===== src/hdl/nibble_rv_pkg.sv =====
package nibble_rv_pkg;

    // datapath widths
    localparam int XLEN         = 32;
    localparam int NIBBLE_W     = 4;  // one alu slice
    localparam int NIBBLE_COUNT = 8;  // slices per word
    localparam int NIBBLE_IDX_W = 3;

    // 256 words, byte space wraps at 1 KiB
    localparam int MEM_ADDR_W = 8;

    // first fetch after run goes high
    localparam logic [XLEN-1:0] RESET_PC = 32'h0000_0004;

    // decoded opcodes
    localparam logic [6:0] OPC_OP_IMM = 7'b0010011;
    localparam logic [6:0] OPC_LOAD   = 7'b0000011;
    localparam logic [6:0] OPC_SYSTEM = 7'b1110011;

    // funct3 values
    localparam logic [2:0] F3_ADDI = 3'b000;
    localparam logic [2:0] F3_LW   = 3'b010;

    // ebreak, whole word compare
    localparam logic [XLEN-1:0] EBREAK_WORD = 32'h0010_0073;

    // core fsm states
    typedef enum logic [2:0] {
        CPU_RESET   = 3'd0, // idle, loader may write ram
        INSTR_FETCH = 3'd1,
        DECODE      = 3'd2,
        EXECUTE     = 3'd3, // sequencer add, for rs1+imm or pc+4
        MEM_READ    = 3'd4,
        WRITEBACK   = 3'd5,
        HALT        = 3'd6, // ebreak seen
        FAULT       = 3'd7  // unsupported instruction
    } cpu_state_e;

endpackage


===== src/hdl/nibble_alu.sv =====
`timescale 1ns/10ps

module nibble_alu (
    input  logic                               clk,
    input  logic                               rst_n,
    input  logic                               step,  // a nibble is being added this cycle
    input  logic                               first, // lowest nibble, no carry in
    input  logic [nibble_rv_pkg::NIBBLE_W-1:0] a,
    input  logic [nibble_rv_pkg::NIBBLE_W-1:0] b,
    output logic [nibble_rv_pkg::NIBBLE_W-1:0] sum
);

    logic carry_q;   // carry out of the previous nibble
    logic carry_in;
    logic carry_out;

    // full adder folded into the slice
    assign carry_in = first ? 1'b0 : carry_q;
    assign {carry_out, sum} = {1'b0, a} + {1'b0, b} + {{nibble_rv_pkg::NIBBLE_W{1'b0}}, carry_in};

    always_ff @(posedge clk) begin
        if (!rst_n) begin
            carry_q <= 1'b0;
        end else if (step) begin
            carry_q <= carry_out; // feeds the next nibble
        end
    end

    // the first flag only makes sense on an active step
    a_first_needs_step: assert property (
        @(posedge clk) disable iff (!rst_n) first |-> step
    ) else $error("alu first without step");

endmodule


===== config.mk =====
export PLATFORM = sky130hd
export DESIGN_NAME = nibble_alu
export DESIGN_NICKNAME = d
export VERILOG_FILES = /design/src/hdl/nibble_rv_pkg.sv /design/src/hdl/nibble_alu.sv
export SDC_FILE = /design/constraint.sdc
export NUM_CORES = 1
export LEC_CHECK = 0
export CORE_AREA = 4 4 41 43
export DETAILED_ROUTE_END_ITERATION = 8
export DIE_AREA = 0 0 45 47
export DONT_BUFFER_PORTS = 1
export PLACE_DENSITY = 0.3
export SETUP_SLACK_MARGIN = 0.2
export SKIP_CTS_REPAIR_TIMING = 1
export SLEW_MARGIN = 20
export SYNTH_ARGS = -nofsm -noshare
export SYNTH_HDL_FRONTEND = slang
export SYNTH_SLANG_ARGS = --single-unit

===== constraint.sdc =====
create_clock -name clk -period 3.4 [get_ports clk]
set_input_delay 0.34 -clock clk [delete_from_list [all_inputs] [get_ports clk]]
set_output_delay 0.34 -clock clk [all_outputs]
set_load 0.02 [all_outputs]

==> results.md <==
* Max Clock Freq at 472 MHz
* Slew headroom at 67.0%
* Least-Margin Pin Slew at 491 ps
* Fillers at 158
* Violation count after the first detailed-routing iteration at 0
* Tot Pwr at 0.0513 mW
* Mean area per synthesized cell at 9.04 um2
* Boundary Pins at 16
* Antenna violations before repair at 0
* Cell Pwr Density at 236 mW/mm2
* Post-Place Cells at 37
* Vias in the first global route at 166
* DRC viols at 0
* GR Util All Layers at 4.11%
* Slowest library cell on the worst path: fa_1
* Worst-path cell chain: nand2b_1, fa_1, fa_1, xnor2_1
* Non-Filler Instances at 37
* Final wirelength at 391 um
* Fin crit period at 2120 ps
* Vias at 147
* Synthesized Nets at 39
* Via density at 3.97
* First-pass GRT wire length at 696 um
* Die X at 45 um
* Slowest stage delay, CP at 440 ps
* Critical Path RT at 3060 ps
* Final setup TNS at 0 ps
* Placed Area at 218 um2
* Critical path buffers and inverters at 0
* Number of synthesized register bits at 1
* MaxCap Viol Count at 0
* RD Place Congestion at 0.588
* Pre-CTS setup slack at 1270 ps
* ANT cells at 0
* Cell row count at 13
* Post-Syn Instances at 22
* CP Launch Type: input port
* Multi-input logic area at 153 um2
* Drt wl/cell at 10.6 um
* Critical path class: in2out
* Biggest register: carry_q
* Largest net degree at the start of global routing at 5
* Fin util at 16.7%
* DP Wirelength at 398 um
* Crit path max-delay family: adder cells
* Yosys cell types at 12
* Final worst path period share at 62.4%
* Final #Nets at 41
* Worst-path clk slew at 0 ps
* Number of buffers added on ports at 0
* Post-synthesis cell area at 199 um2
* Hold Slack at 444 ps
* Max-slew violations at 0
* RSZ-0062 raised after global routing: false
* Post-synthesis sequential area ratio at 10.1%
* Final Skew at 0 ps
* Post-route antenna net violation count at 0
* CP Capture Type: output pin
* Ratio of cells with drive above 1 in the final layout at 9.09%
* Status: complete, no violations
* Core area at 0.00130 mm2
* FF/Latch Area at 20.0 um2
* Crit path DAT at 1780 ps
* Synth Warn # at 0
* Setup WS post-layout at 1280 ps
* Drt first pass iters at 1
* Initial core utilization at 15.3%
* Grt ovf at 0
* Final Setup Violations at 0
* Min-delay worst type: in2reg
* Synthesis-to-finish area growth at 9.43%
* Most frequent CP cell: fa_1
* Biggest regs: carry_q (1)
* Static Leak at 0.101 nW
* Clk_lat worst skew at 0 ps
* Hold Violations, Final at 0
* Worst vdd ir at 0.0000431 V
* Die Height at 47 um
* Final Instance Area at 218 um2
* Max FFs per register at 1
* Die footprint at 0.00212 mm2
* Critical path peak fanout at 2
[report_power, final]
part	leakage [nW]	switching, mW	internal (mW)
logic	0.0929	0.0247	0.0132
registers	0.00830	0.000420	0.0129
clock network	0	0	0
total	0.101	0.0252	0.0261
[cell usage after synthesis]
cell type	number	area, um2
xnor2_1	2	17.5
inv_1	7	26.3
o21ai_0	1	5.00
fa_1	2	40.0
nor2b_1	1	6.26
a221oi_2	1	15.0
ha_1	3	37.5
dfxtp_1	1	20.0
a31oi_1	1	6.26
nand2b_1	1	6.26
o21ai_1	1	5.00
nor2b_4	1	13.8
[cell families (layout without fill, tap and decap cells)]
group                    count (synthesis)  count (layout)  share of synthesized area [%]
buffers and inverters                    7               7                           13.2
adder cells (fa/ha/maj)                  5               5                           39.0
AND/OR/NAND/NOR                          3               3                           13.2
AO/OA/AOI/OAI                            4               4                           15.7
flip-flops                               1               1                           10.1
XOR/XNOR                                 2               2                           8.81
[layout make-up]
class	count	area share, %
Multi-Input combinational cell	14	70.1
Sequential cell	1	9.20
Tap cell	15	8.62
Inverter	7	12.1
[worst reg2reg max path: stages, from the launching register on]
cell      delay (ps)
dfxtp_1          310
nand2b_1          70
fa_1             440
fa_1             430
nor2b_1          130
o21ai_1           70
a31oi_1          150
[routing by layer]
metal / vias to the layer above / GRT usage, % / part of all wire, % / wire length [um]
li1: 70 / - / - / -
met3: 0 / 1.53 / 15 / 57
met2: 10 / 7.34 / 46 / 178
met1: 67 / 5.01 / 39 / 154
met5: - / 0 / 0 / 0
met4: 0 / 0 / 0 / 0
[worst paths after layout]
| path | end | slack [ps] | from | depth (start not counted) |
|---|---|---|---|---|
| setup / recovery | sum[2] | 1280 | first | 4 |
| hold / removal | carry_q$_SDFFE_PN0P_ | 440 | step | 1 |
| setup reg to reg | carry_q$_SDFFE_PN0P_ | 1730 | carry_q$_SDFFE_PN0P_ | 6 |
| hold reg to reg | carry_q$_SDFFE_PN0P_ | 540 | carry_q$_SDFFE_PN0P_ | 2 |
[layout by cell type (no fill, tap or decap)]
cell type	n
a31oi_1	1
xnor2_1	2
nor2b_4	1
a221oi_2	1
dfxtp_1	1
nor2b_1	1
nand2b_1	1
o21ai_1	1
ha_1	3
inv_1	7
o21ai_0	1
fa_1	2
(Power assumes the default switching activity.)
