==> src/hdl/nibble_rv_pkg.sv <==
package nibble_rv_pkg;

    // datapath widths
    localparam int XLEN         = 32;
    localparam int NIBBLE_W     = 4;  // one alu slice
    localparam int NIBBLE_COUNT = 8;  // slices per word
    localparam int NIBBLE_IDX_W = 3;

    // 256 words, byte space wraps at 1 KiB
    localparam int MEM_ADDR_W = 8;

    // first fetch after run goes high
    localparam logic [XLEN-1:0] RESET_PC = 32'h0000_0004;

    // decoded opcodes
    localparam logic [6:0] OPC_OP_IMM = 7'b0010011;
    localparam logic [6:0] OPC_LOAD   = 7'b0000011;
    localparam logic [6:0] OPC_SYSTEM = 7'b1110011;

    // funct3 values
    localparam logic [2:0] F3_ADDI = 3'b000;
    localparam logic [2:0] F3_LW   = 3'b010;

    // ebreak, whole word compare
    localparam logic [XLEN-1:0] EBREAK_WORD = 32'h0010_0073;

    // core fsm states
    typedef enum logic [2:0] {
        CPU_RESET   = 3'd0, // idle, loader may write ram
        INSTR_FETCH = 3'd1,
        DECODE      = 3'd2,
        EXECUTE     = 3'd3, // sequencer add, for rs1+imm or pc+4
        MEM_READ    = 3'd4,
        WRITEBACK   = 3'd5,
        HALT        = 3'd6, // ebreak seen
        FAULT       = 3'd7  // unsupported instruction
    } cpu_state_e;

endpackage

==> src/hdl/nibble_sequencer.sv <==
`timescale 1ns/10ps

module nibble_sequencer (
    input  logic                               clk,
    input  logic                               rst_n,
    input  logic                               start,
    input  logic [nibble_rv_pkg::XLEN-1:0]     a,
    input  logic [nibble_rv_pkg::XLEN-1:0]     b,
    input  logic [nibble_rv_pkg::NIBBLE_W-1:0] alu_sum,
    output logic                               busy,
    output logic                               done,
    output logic [nibble_rv_pkg::XLEN-1:0]     sum,
    output logic                               alu_step,
    output logic                               alu_first,
    output logic [nibble_rv_pkg::NIBBLE_W-1:0] alu_a,
    output logic [nibble_rv_pkg::NIBBLE_W-1:0] alu_b
);

    logic [nibble_rv_pkg::NIBBLE_IDX_W-1:0] idx_q; // nibble now at the alu
    logic                                   busy_q;
    logic [nibble_rv_pkg::XLEN-1:0]         a_q;   // operands, shifted right per step
    logic [nibble_rv_pkg::XLEN-1:0]         b_q;
    logic [nibble_rv_pkg::XLEN-1:0]         sum_q; // result, filled from the top
    logic                                   last;

    assign last = busy_q && (&idx_q); // nibble 7, index all ones

    always_ff @(posedge clk) begin
        if (!rst_n) begin
            busy_q <= 1'b0;
            idx_q  <= '0;
        end else if (start) begin
            busy_q <= 1'b1;
            idx_q  <= '0;
        end else if (busy_q) begin
            idx_q <= idx_q + 1'b1; // wraps back to 0 after the last nibble
            if (last) begin
                busy_q <= 1'b0;
            end
        end
    end

    // operand and result shifting
    always_ff @(posedge clk) begin
        if (start) begin
            a_q <= a;
            b_q <= b;
        end else if (busy_q) begin
            a_q   <= a_q >> nibble_rv_pkg::NIBBLE_W;
            b_q   <= b_q >> nibble_rv_pkg::NIBBLE_W;
            sum_q <= {alu_sum, sum_q[nibble_rv_pkg::XLEN-1:nibble_rv_pkg::NIBBLE_W]};
        end
    end

    assign alu_a     = a_q[nibble_rv_pkg::NIBBLE_W-1:0];
    assign alu_b     = b_q[nibble_rv_pkg::NIBBLE_W-1:0];
    assign alu_step  = busy_q;
    assign alu_first = busy_q && (idx_q == '0); // clears the stored carry

    assign busy = busy_q;
    assign done = last;
    // top nibble comes straight from the alu in the done cycle
    assign sum  = {alu_sum, sum_q[nibble_rv_pkg::XLEN-1:nibble_rv_pkg::NIBBLE_W]};

    // result lands one step per nibble after the request
    a_done_after_start: assert property (
        @(posedge clk) disable iff (!rst_n)
        done |-> $past(start, nibble_rv_pkg::NIBBLE_COUNT)
    ) else $error("seq done not eight steps after start");

    // one add in flight
    a_no_start_when_busy: assert property (
        @(posedge clk) disable iff (!rst_n) start |-> !busy
    ) else $error("seq start while busy");

endmodule

==> config.mk <==
export PLATFORM = sky130hd
export DESIGN_NAME = nibble_sequencer
export DESIGN_NICKNAME = d
export VERILOG_FILES = /design/src/hdl/nibble_rv_pkg.sv /design/src/hdl/nibble_sequencer.sv
export SDC_FILE = /design/constraint.sdc
export NUM_CORES = 1
export LEC_CHECK = 0
export ABC_AREA = 1
export BUFFER_PORTS_ARGS = -buffer_cell sky130_fd_sc_hd__buf_2
export CAP_MARGIN = 15
export CORE_MARGIN = 2
export CORE_UTILIZATION = 51
export CTS_CLUSTER_DIAMETER = 60
export CTS_CLUSTER_SIZE = 24
export DETAILED_ROUTE_END_ITERATION = 6
export MAX_ROUTING_LAYER = met4
export PLACE_DENSITY = 0.79
export SLEW_MARGIN = 10
export SYNTH_ARGS = -nofsm -noshare
export SYNTH_HDL_FRONTEND = slang
export SYNTH_SLANG_ARGS = --single-unit
export TNS_END_PERCENT = 1
==> constraint.sdc <==
create_clock -name clk -period 2.9 [get_ports clk]
set_input_delay 0.29 -clock clk [delete_from_list [all_inputs] [get_ports clk]]
set_output_delay 0.29 -clock clk [all_outputs]
set_load 0.01 [all_outputs]
==> results of run 1 <==
metrics by stage:
step / cells / power, uW / hold WS, ps
2_1_floorplan: 334 / 1860 / 389
3_3_place_gp: 524 / 1930 / 422
3_5_place_dp: 524 / 1950 / 426
4_1_cts: 539 / 2890 / 93.3
5_1_grt: 539 / 2980 / 88.3
6_report: 539 / 2860 / 115
power groups by stage:
stage                     clock (uW)  sequential (uW)  combinational (uW)
final                            946             1680                 236
after global routing            1020             1690                 270
after CTS                        965             1680                 241
after detailed placement           0             1710                 240
after global placement             0             1700                 229
after floorplan                    0             1710                 149
worst max-delay path by stage:
stage,cells past startpoint,endpoint,slack [ps]
2_1_floorplan,2,a_q[0],490
3_3_place_gp,4,sum_q[4],1290
3_5_place_dp,2,b_q[7],1200
4_1_cts,2,b_q[6],1190
5_1_grt,2,a_q[3],1040
6_report,2,a_q[4],1220
cell usage after synthesis:
library cell  number
a21oi_1            2
buf_2              5
buf_4             19
clkbuf_1           2
dfxtp_1            4
edfxtp_1          92
ha_1               3
inv_1             13
inv_2              1
nand2_1          188
nor2_1             5
sequential cells by signal, indices dropped and copies added (netlist names):
signal	flops
a_q	32
b_q	32
sum_q	28
idx_q	3
alu_step	1
cells by family (layout without fill, tap and decap cells):
kind of cell / after synthesis / in the layout / share of synthesized area
buffers and inverters: 40 / 146 / 0.0593
and+or+nand+nor: 193 / 193 / 0.189
adders and majority gates: 3 / 3 / 0.00977
AOI/OAI and AO/OA: 2 / 2 / 0.00261
DFF: 96 / 96 / 0.740
per-layer routing:
metal  wire length [um]  up-vias
li1                   -     1268
met1               2680     1145
met2               3560       80
met3                356       10
met4                113        0
met5                  0        -
layout by cell type (no fill, tap or decap), drive strengths merged:
cell | netlist | routed
clkbuf | 2 | 9
ha | 3 | 3
dfxtp | 4 | 4
clkinvlp | 0 | 2
buf | 24 | 117
nor2 | 5 | 5
clkinv | 0 | 1
nand2 | 188 | 188
inv | 14 | 15
a21oi | 2 | 2
bufinv | 0 | 2
edfxtp | 92 | 92
cell type report:
type,instances,area [sq um],area share
clock buffers,9,124,0.0269
clock inverters,6,92.6,0.0201
inverters,14,52.6,0.0114
multi-input cells,198,782,0.170
flip-flops and latches,96,2840,0.617
well taps,99,124,0.0269
repair buffers,117,593,0.129
==> flow_metrics.tcl, run 1 <==
set metrics [dict create \
    busiest_layer "met2" \
    intPower_uw 2230 \
    maxCapViolCount 0 \
    grtUsageMet3 0.0467 \
    setup_ws_ps 1220 \
    drive_gt1_frac 0.307 \
    use_met1 0.195 \
    clock-root-buffer "clkbuf_8" \
    post-route-min-period_ps 1680 \
    tritoncts "done" \
    combPwrFrac 0.082 \
    worst_ir_drop_vdd_v 0.000459 \
    crit_family "simple AND/OR/NAND/NOR gates" \
    synth_top_area_frac 0.719 \
    htree_levels 3 \
    cts_resized 0 \
    area_growth_pct 20.0 \
    ys_types 11 \
    pre_cts_ws_ps 1200 \
    yosys_warnings 0 \
    crit_fanout 65 \
    hold_path_class "in -> reg" \
    rrSetupSlack_ps 1220 \
    cp_slowest_stage_delay_ps 640 \
    yosysTopAreaCell "edfxtp_1" \
    track_usage 0.177 \
    crit_required_ps 2880 \
    start_kind "register" \
    ant_nets 0 \
    syn_area_per_cell_sq_um 11.5 \
    ys_ff_latch 96 \
    rows 31 \
    holdPathStages 1 \
    cts.clk_slew.worst_paths_ps 90 \
    startpoint "alu_step" \
    portBuffers 114 \
    hpwl_um 4420 \
    worst_slew_margin_rel 0.457 \
    routedWlPerCell_um 12.4 \
    tightest_slew_ps 814 \
    gp_congestion 0.701 \
    hold_path_end "sum_q[30]" \
    r2r-start "alu_step" \
    r2r-end "a_q[4]" \
    grt_use_met2 0.303 \
    synth_nets 408 \
    setup_tns_ps 0 \
    fillerInstances 632 \
    grt_max_degree 67 \
    synthCells 334 \
    finalCritPeriodShare 0.578 \
    nNetsFinal 510 \
    seq_power_share 0.587 \
    vias 2503 \
    hold_viol 0 \
    grt_pass1_wl_um 10900 \
    drv_slew 0 \
    antenna_found_initial 0 \
    chipHeight_um 90.8 \
    vias_per_cell 4.64 \
    insertion_delay_ps 350 \
    globalRoute.totalOverflow 0 \
    clock_path_buffers 2 \
    fmax_mhz 597 \
    reg2reg_depth 2 \
    wirelength_um 6710 \
    core-area_sq_um 7290 \
    cts_num_sinks 96 \
    start_util 0.527 \
    num_antenna_cells 0 \
    grt_pass1_vias 2451 \
    p_clk_frac 0.331 \
    placed_area_sq_um 4390 \
    cp-end-kind "register" \
    syn-cell-area_sq_um 3840 \
    p_sw_uw 633 \
    critPathBufInv 1 \
    slowest_stage "nand2_4" \
    die_w_um 90.8 \
    postCtsSetupBuffers 0 \
    ctsHoldBuffers 0 \
    cts_buffers 9 \
    drt-pass1-iter-count 4 \
    dr.first_iter.drc_count 123 \
    synthTopCellsByArea "edfxtp_1 (72%), nand2_1 (18%), buf_4 (3.7%)" \
    io_pins 115 \
    worstSetupPathType "reg -> reg" \
    die_area_sq_um 8240 \
    finalInstanceArea_sq_um 4610 \
    min-delay-start "alu_sum[2]" \
    fin_skew_ps 7.41 \
    drc 0 \
    setup_viol 0 \
    p_per_area_nw_per_um2 620 \
    seq_area_frac_synth 0.740 \
    rsz0062_at_grt "false" \
    crit_chain "inv_1 -> nand2_4" \
    outcome "completed" \
    switching_share 0.221 \
    worstPathArrival_ps 1660 \
    leakagePower_uw 0.00218 \
    finish.utilization 0.632 \
]
(Power assumes the default switching activity.)
==> inputs of run 2 (changes only) <==
CORE_UTILIZATION = 46   (was 51)
PLACE_DENSITY = 0.75   (was 0.79)
clock period = 1.4 ns   (was 2.9 ns; I/O delays follow)
==> run 2 against run 1 <==
Net effect:
- sequential power rose by 110%
- worst setup slack worse by 1200 ps
- die area rose by 10%
- global-route usage fell by 2.0 points
==> flow_metrics.tcl, run 2 (synthesis gave the netlist of run 1 again) <==
set metrics [dict create \
    outcome "completed" \
    crit_required_ps 1260 \
    start_util 0.470 \
    rrSetupSlack_ps 230 \
    drt-pass1-iter-count 4 \
    seq_area_sq_um 2850 \
    num_antenna_cells 0 \
    hold-worst-slack_ps 39.0 \
    final_cell_mix "nand2_1 (186), buf_2 (113), edfxtp_1 (92)" \
    hold_path_class "in -> reg" \
    cp_slowest_stage_delay_ps 370 \
    crit_top_cell "ha_4" \
    fillerInstances 690 \
    rows 33 \
    die_w_um 95.4 \
    routedWlPerCell_um 12.3 \
    hpwl_um 4600 \
    finalCritPeriodShare 0.997 \
    grt_pass1_wl_um 10600 \
    tightest_slew_ps 325 \
    switching_share 0.247 \
    area_growth_pct 24.5 \
    intPower_uw 4340 \
    grt_max_degree 40 \
    worstSetupPathType "reg -> out" \
    rsz0062_at_grt "true" \
    start_kind "register" \
    drc 0 \
    p_clk_frac 0.306 \
    wirelength_um 6850 \
    drv_slew 0 \
    worstPathArrival_ps 1260 \
    track_usage 0.157 \
    final_common_cell "nand2_1" \
    crit_fanout 3 \
    multi_input_comb_area_sq_um 817 \
    tritoncts "done" \
    crit_family "flip-flops" \
    clock-root-buffer "clkbuf_8" \
    cts_buffers 9 \
    gp_congestion 0.670 \
    top_regs "a_q x32, b_q x32, sum_q x28" \
    wl_met1_um 2880 \
    finish.utilization 0.585 \
    worst_slew_margin_rel 0.783 \
    slowest_stage "dfxtp_4" \
    insertion_delay_ps 350 \
    highest_layer "met4" \
    fin_skew_ps 12.5 \
    setup_viol 0 \
    post-route-min-period_ps 1400 \
    finalPower_uw 5770 \
    portBuffers 114 \
    globalRoute.totalOverflow 0 \
    dr.first_iter.drc_count 100 \
    chipHeight_um 95.4 \
    combPwrFrac 0.093 \
    pre_cts_ws_ps 255 \
    vias 2506 \
    critPathBufInv 2 \
    antenna_found_initial 0 \
    hold_viol 0 \
    drive_gt1_frac 0.336 \
    nNetsFinal 522 \
    io_pins 115 \
    leakagePower_uw 0.00224 \
    fmax_mhz 716 \
    seq_power_share 0.601 \
    core-area_sq_um 8180 \
    vias_per_cell 4.49 \
    clock_path_buffers 2 \
    cp-end-kind "primary output" \
    worst_ir_drop_vdd_v 0.000630 \
    ant_nets 0 \
    maxCapViolCount 0 \
    p_per_area_nw_per_um2 1210 \
    cts.clk_slew.worst_paths_ps 100 \
    dr_wl_met2_um 3500 \
    die_area_sq_um 9100 \
    htree_levels 3 \
    p_sw_uw 1430 \
    crit_chain "ha_4 -> ha_4 -> nand2_2 -> inv_2 -> buf_6" \
    setup_ws_ps 3.90 \
    grt_pass1_vias 2364 \
    cts_num_sinks 96 \
    routed-wl-met3_um 356 \
]
-- run 2: cell count changes in the layout (fill, tap and decap cells not counted), sizes merged --
| cell | delta |
|---|---|
| buf | +8 |
| clkinvlp | -1 |
| dlygate4sd3 | +4 |
| bufinv | -2 |
| inv | +4 |
-- run 2: worst paths after layout --
kind / start / endpoint / cells past startpoint
max: idx_q[0] / done / 5
min: a[30] / a_q[30] / 3
max reg2reg: alu_step / b_q[9] / 3
min reg2reg: sum_q[20] / sum_q[16] / 0
-- run 2: cell type report --
cell class	count	share of cell area
Clock buffer	9	0.0259
Clock inverter	7	0.0152
Inverter	14	0.0110
Multi-Input combinational cell	198	0.171
Sequential cell	96	0.595
Tap cell	105	0.0275
Timing Repair Buffer	129	0.154
-- run 2: worst reg2reg max path: stages, from the launching register on --
cell and delay [ps]:
dfxtp_1 350, inv_1 150, nand2_4 130, buf_12 230
-- run 2: through the flow --
step	instance area, sq um	setup TNS (ps)	instances
CTS	4760	0	558
floorplan	3860	-9390	334
global placement	4500	0	537
finish	4780	0	558
detailed placement	4500	0	537
global route	4780	-69.6	558
-- run 2: what timing repair did --
| action | in CTS | in global routing |
|---|---|---|
| resized for setup | 5 | 7 |
| setup endpoints to repair | 1 | 2 |
| hold endpoints to repair | 4 | 0 |
| setup buffers | 1 | 0 |
| pin swaps | 2 | 1 |
| hold buffers | 4 | 0 |
-- run 2: power by group through the flow --
stage               clock [uW]  sequential (uW)  combinational, uW
floorplan                    0             3540                314
global placement             0             3520                517
detailed placement           0             3540                536
CTS                       1820             3470                547
global route              1920             3490                612
finish                    1760             3470                538
-- run 2: routing by layer --
layer,vias up,track usage
li1,1294,-
met1,1135,0.181
met2,70,0.269
met3,7,0.0308
met4,0,0.0679
met5,-,-
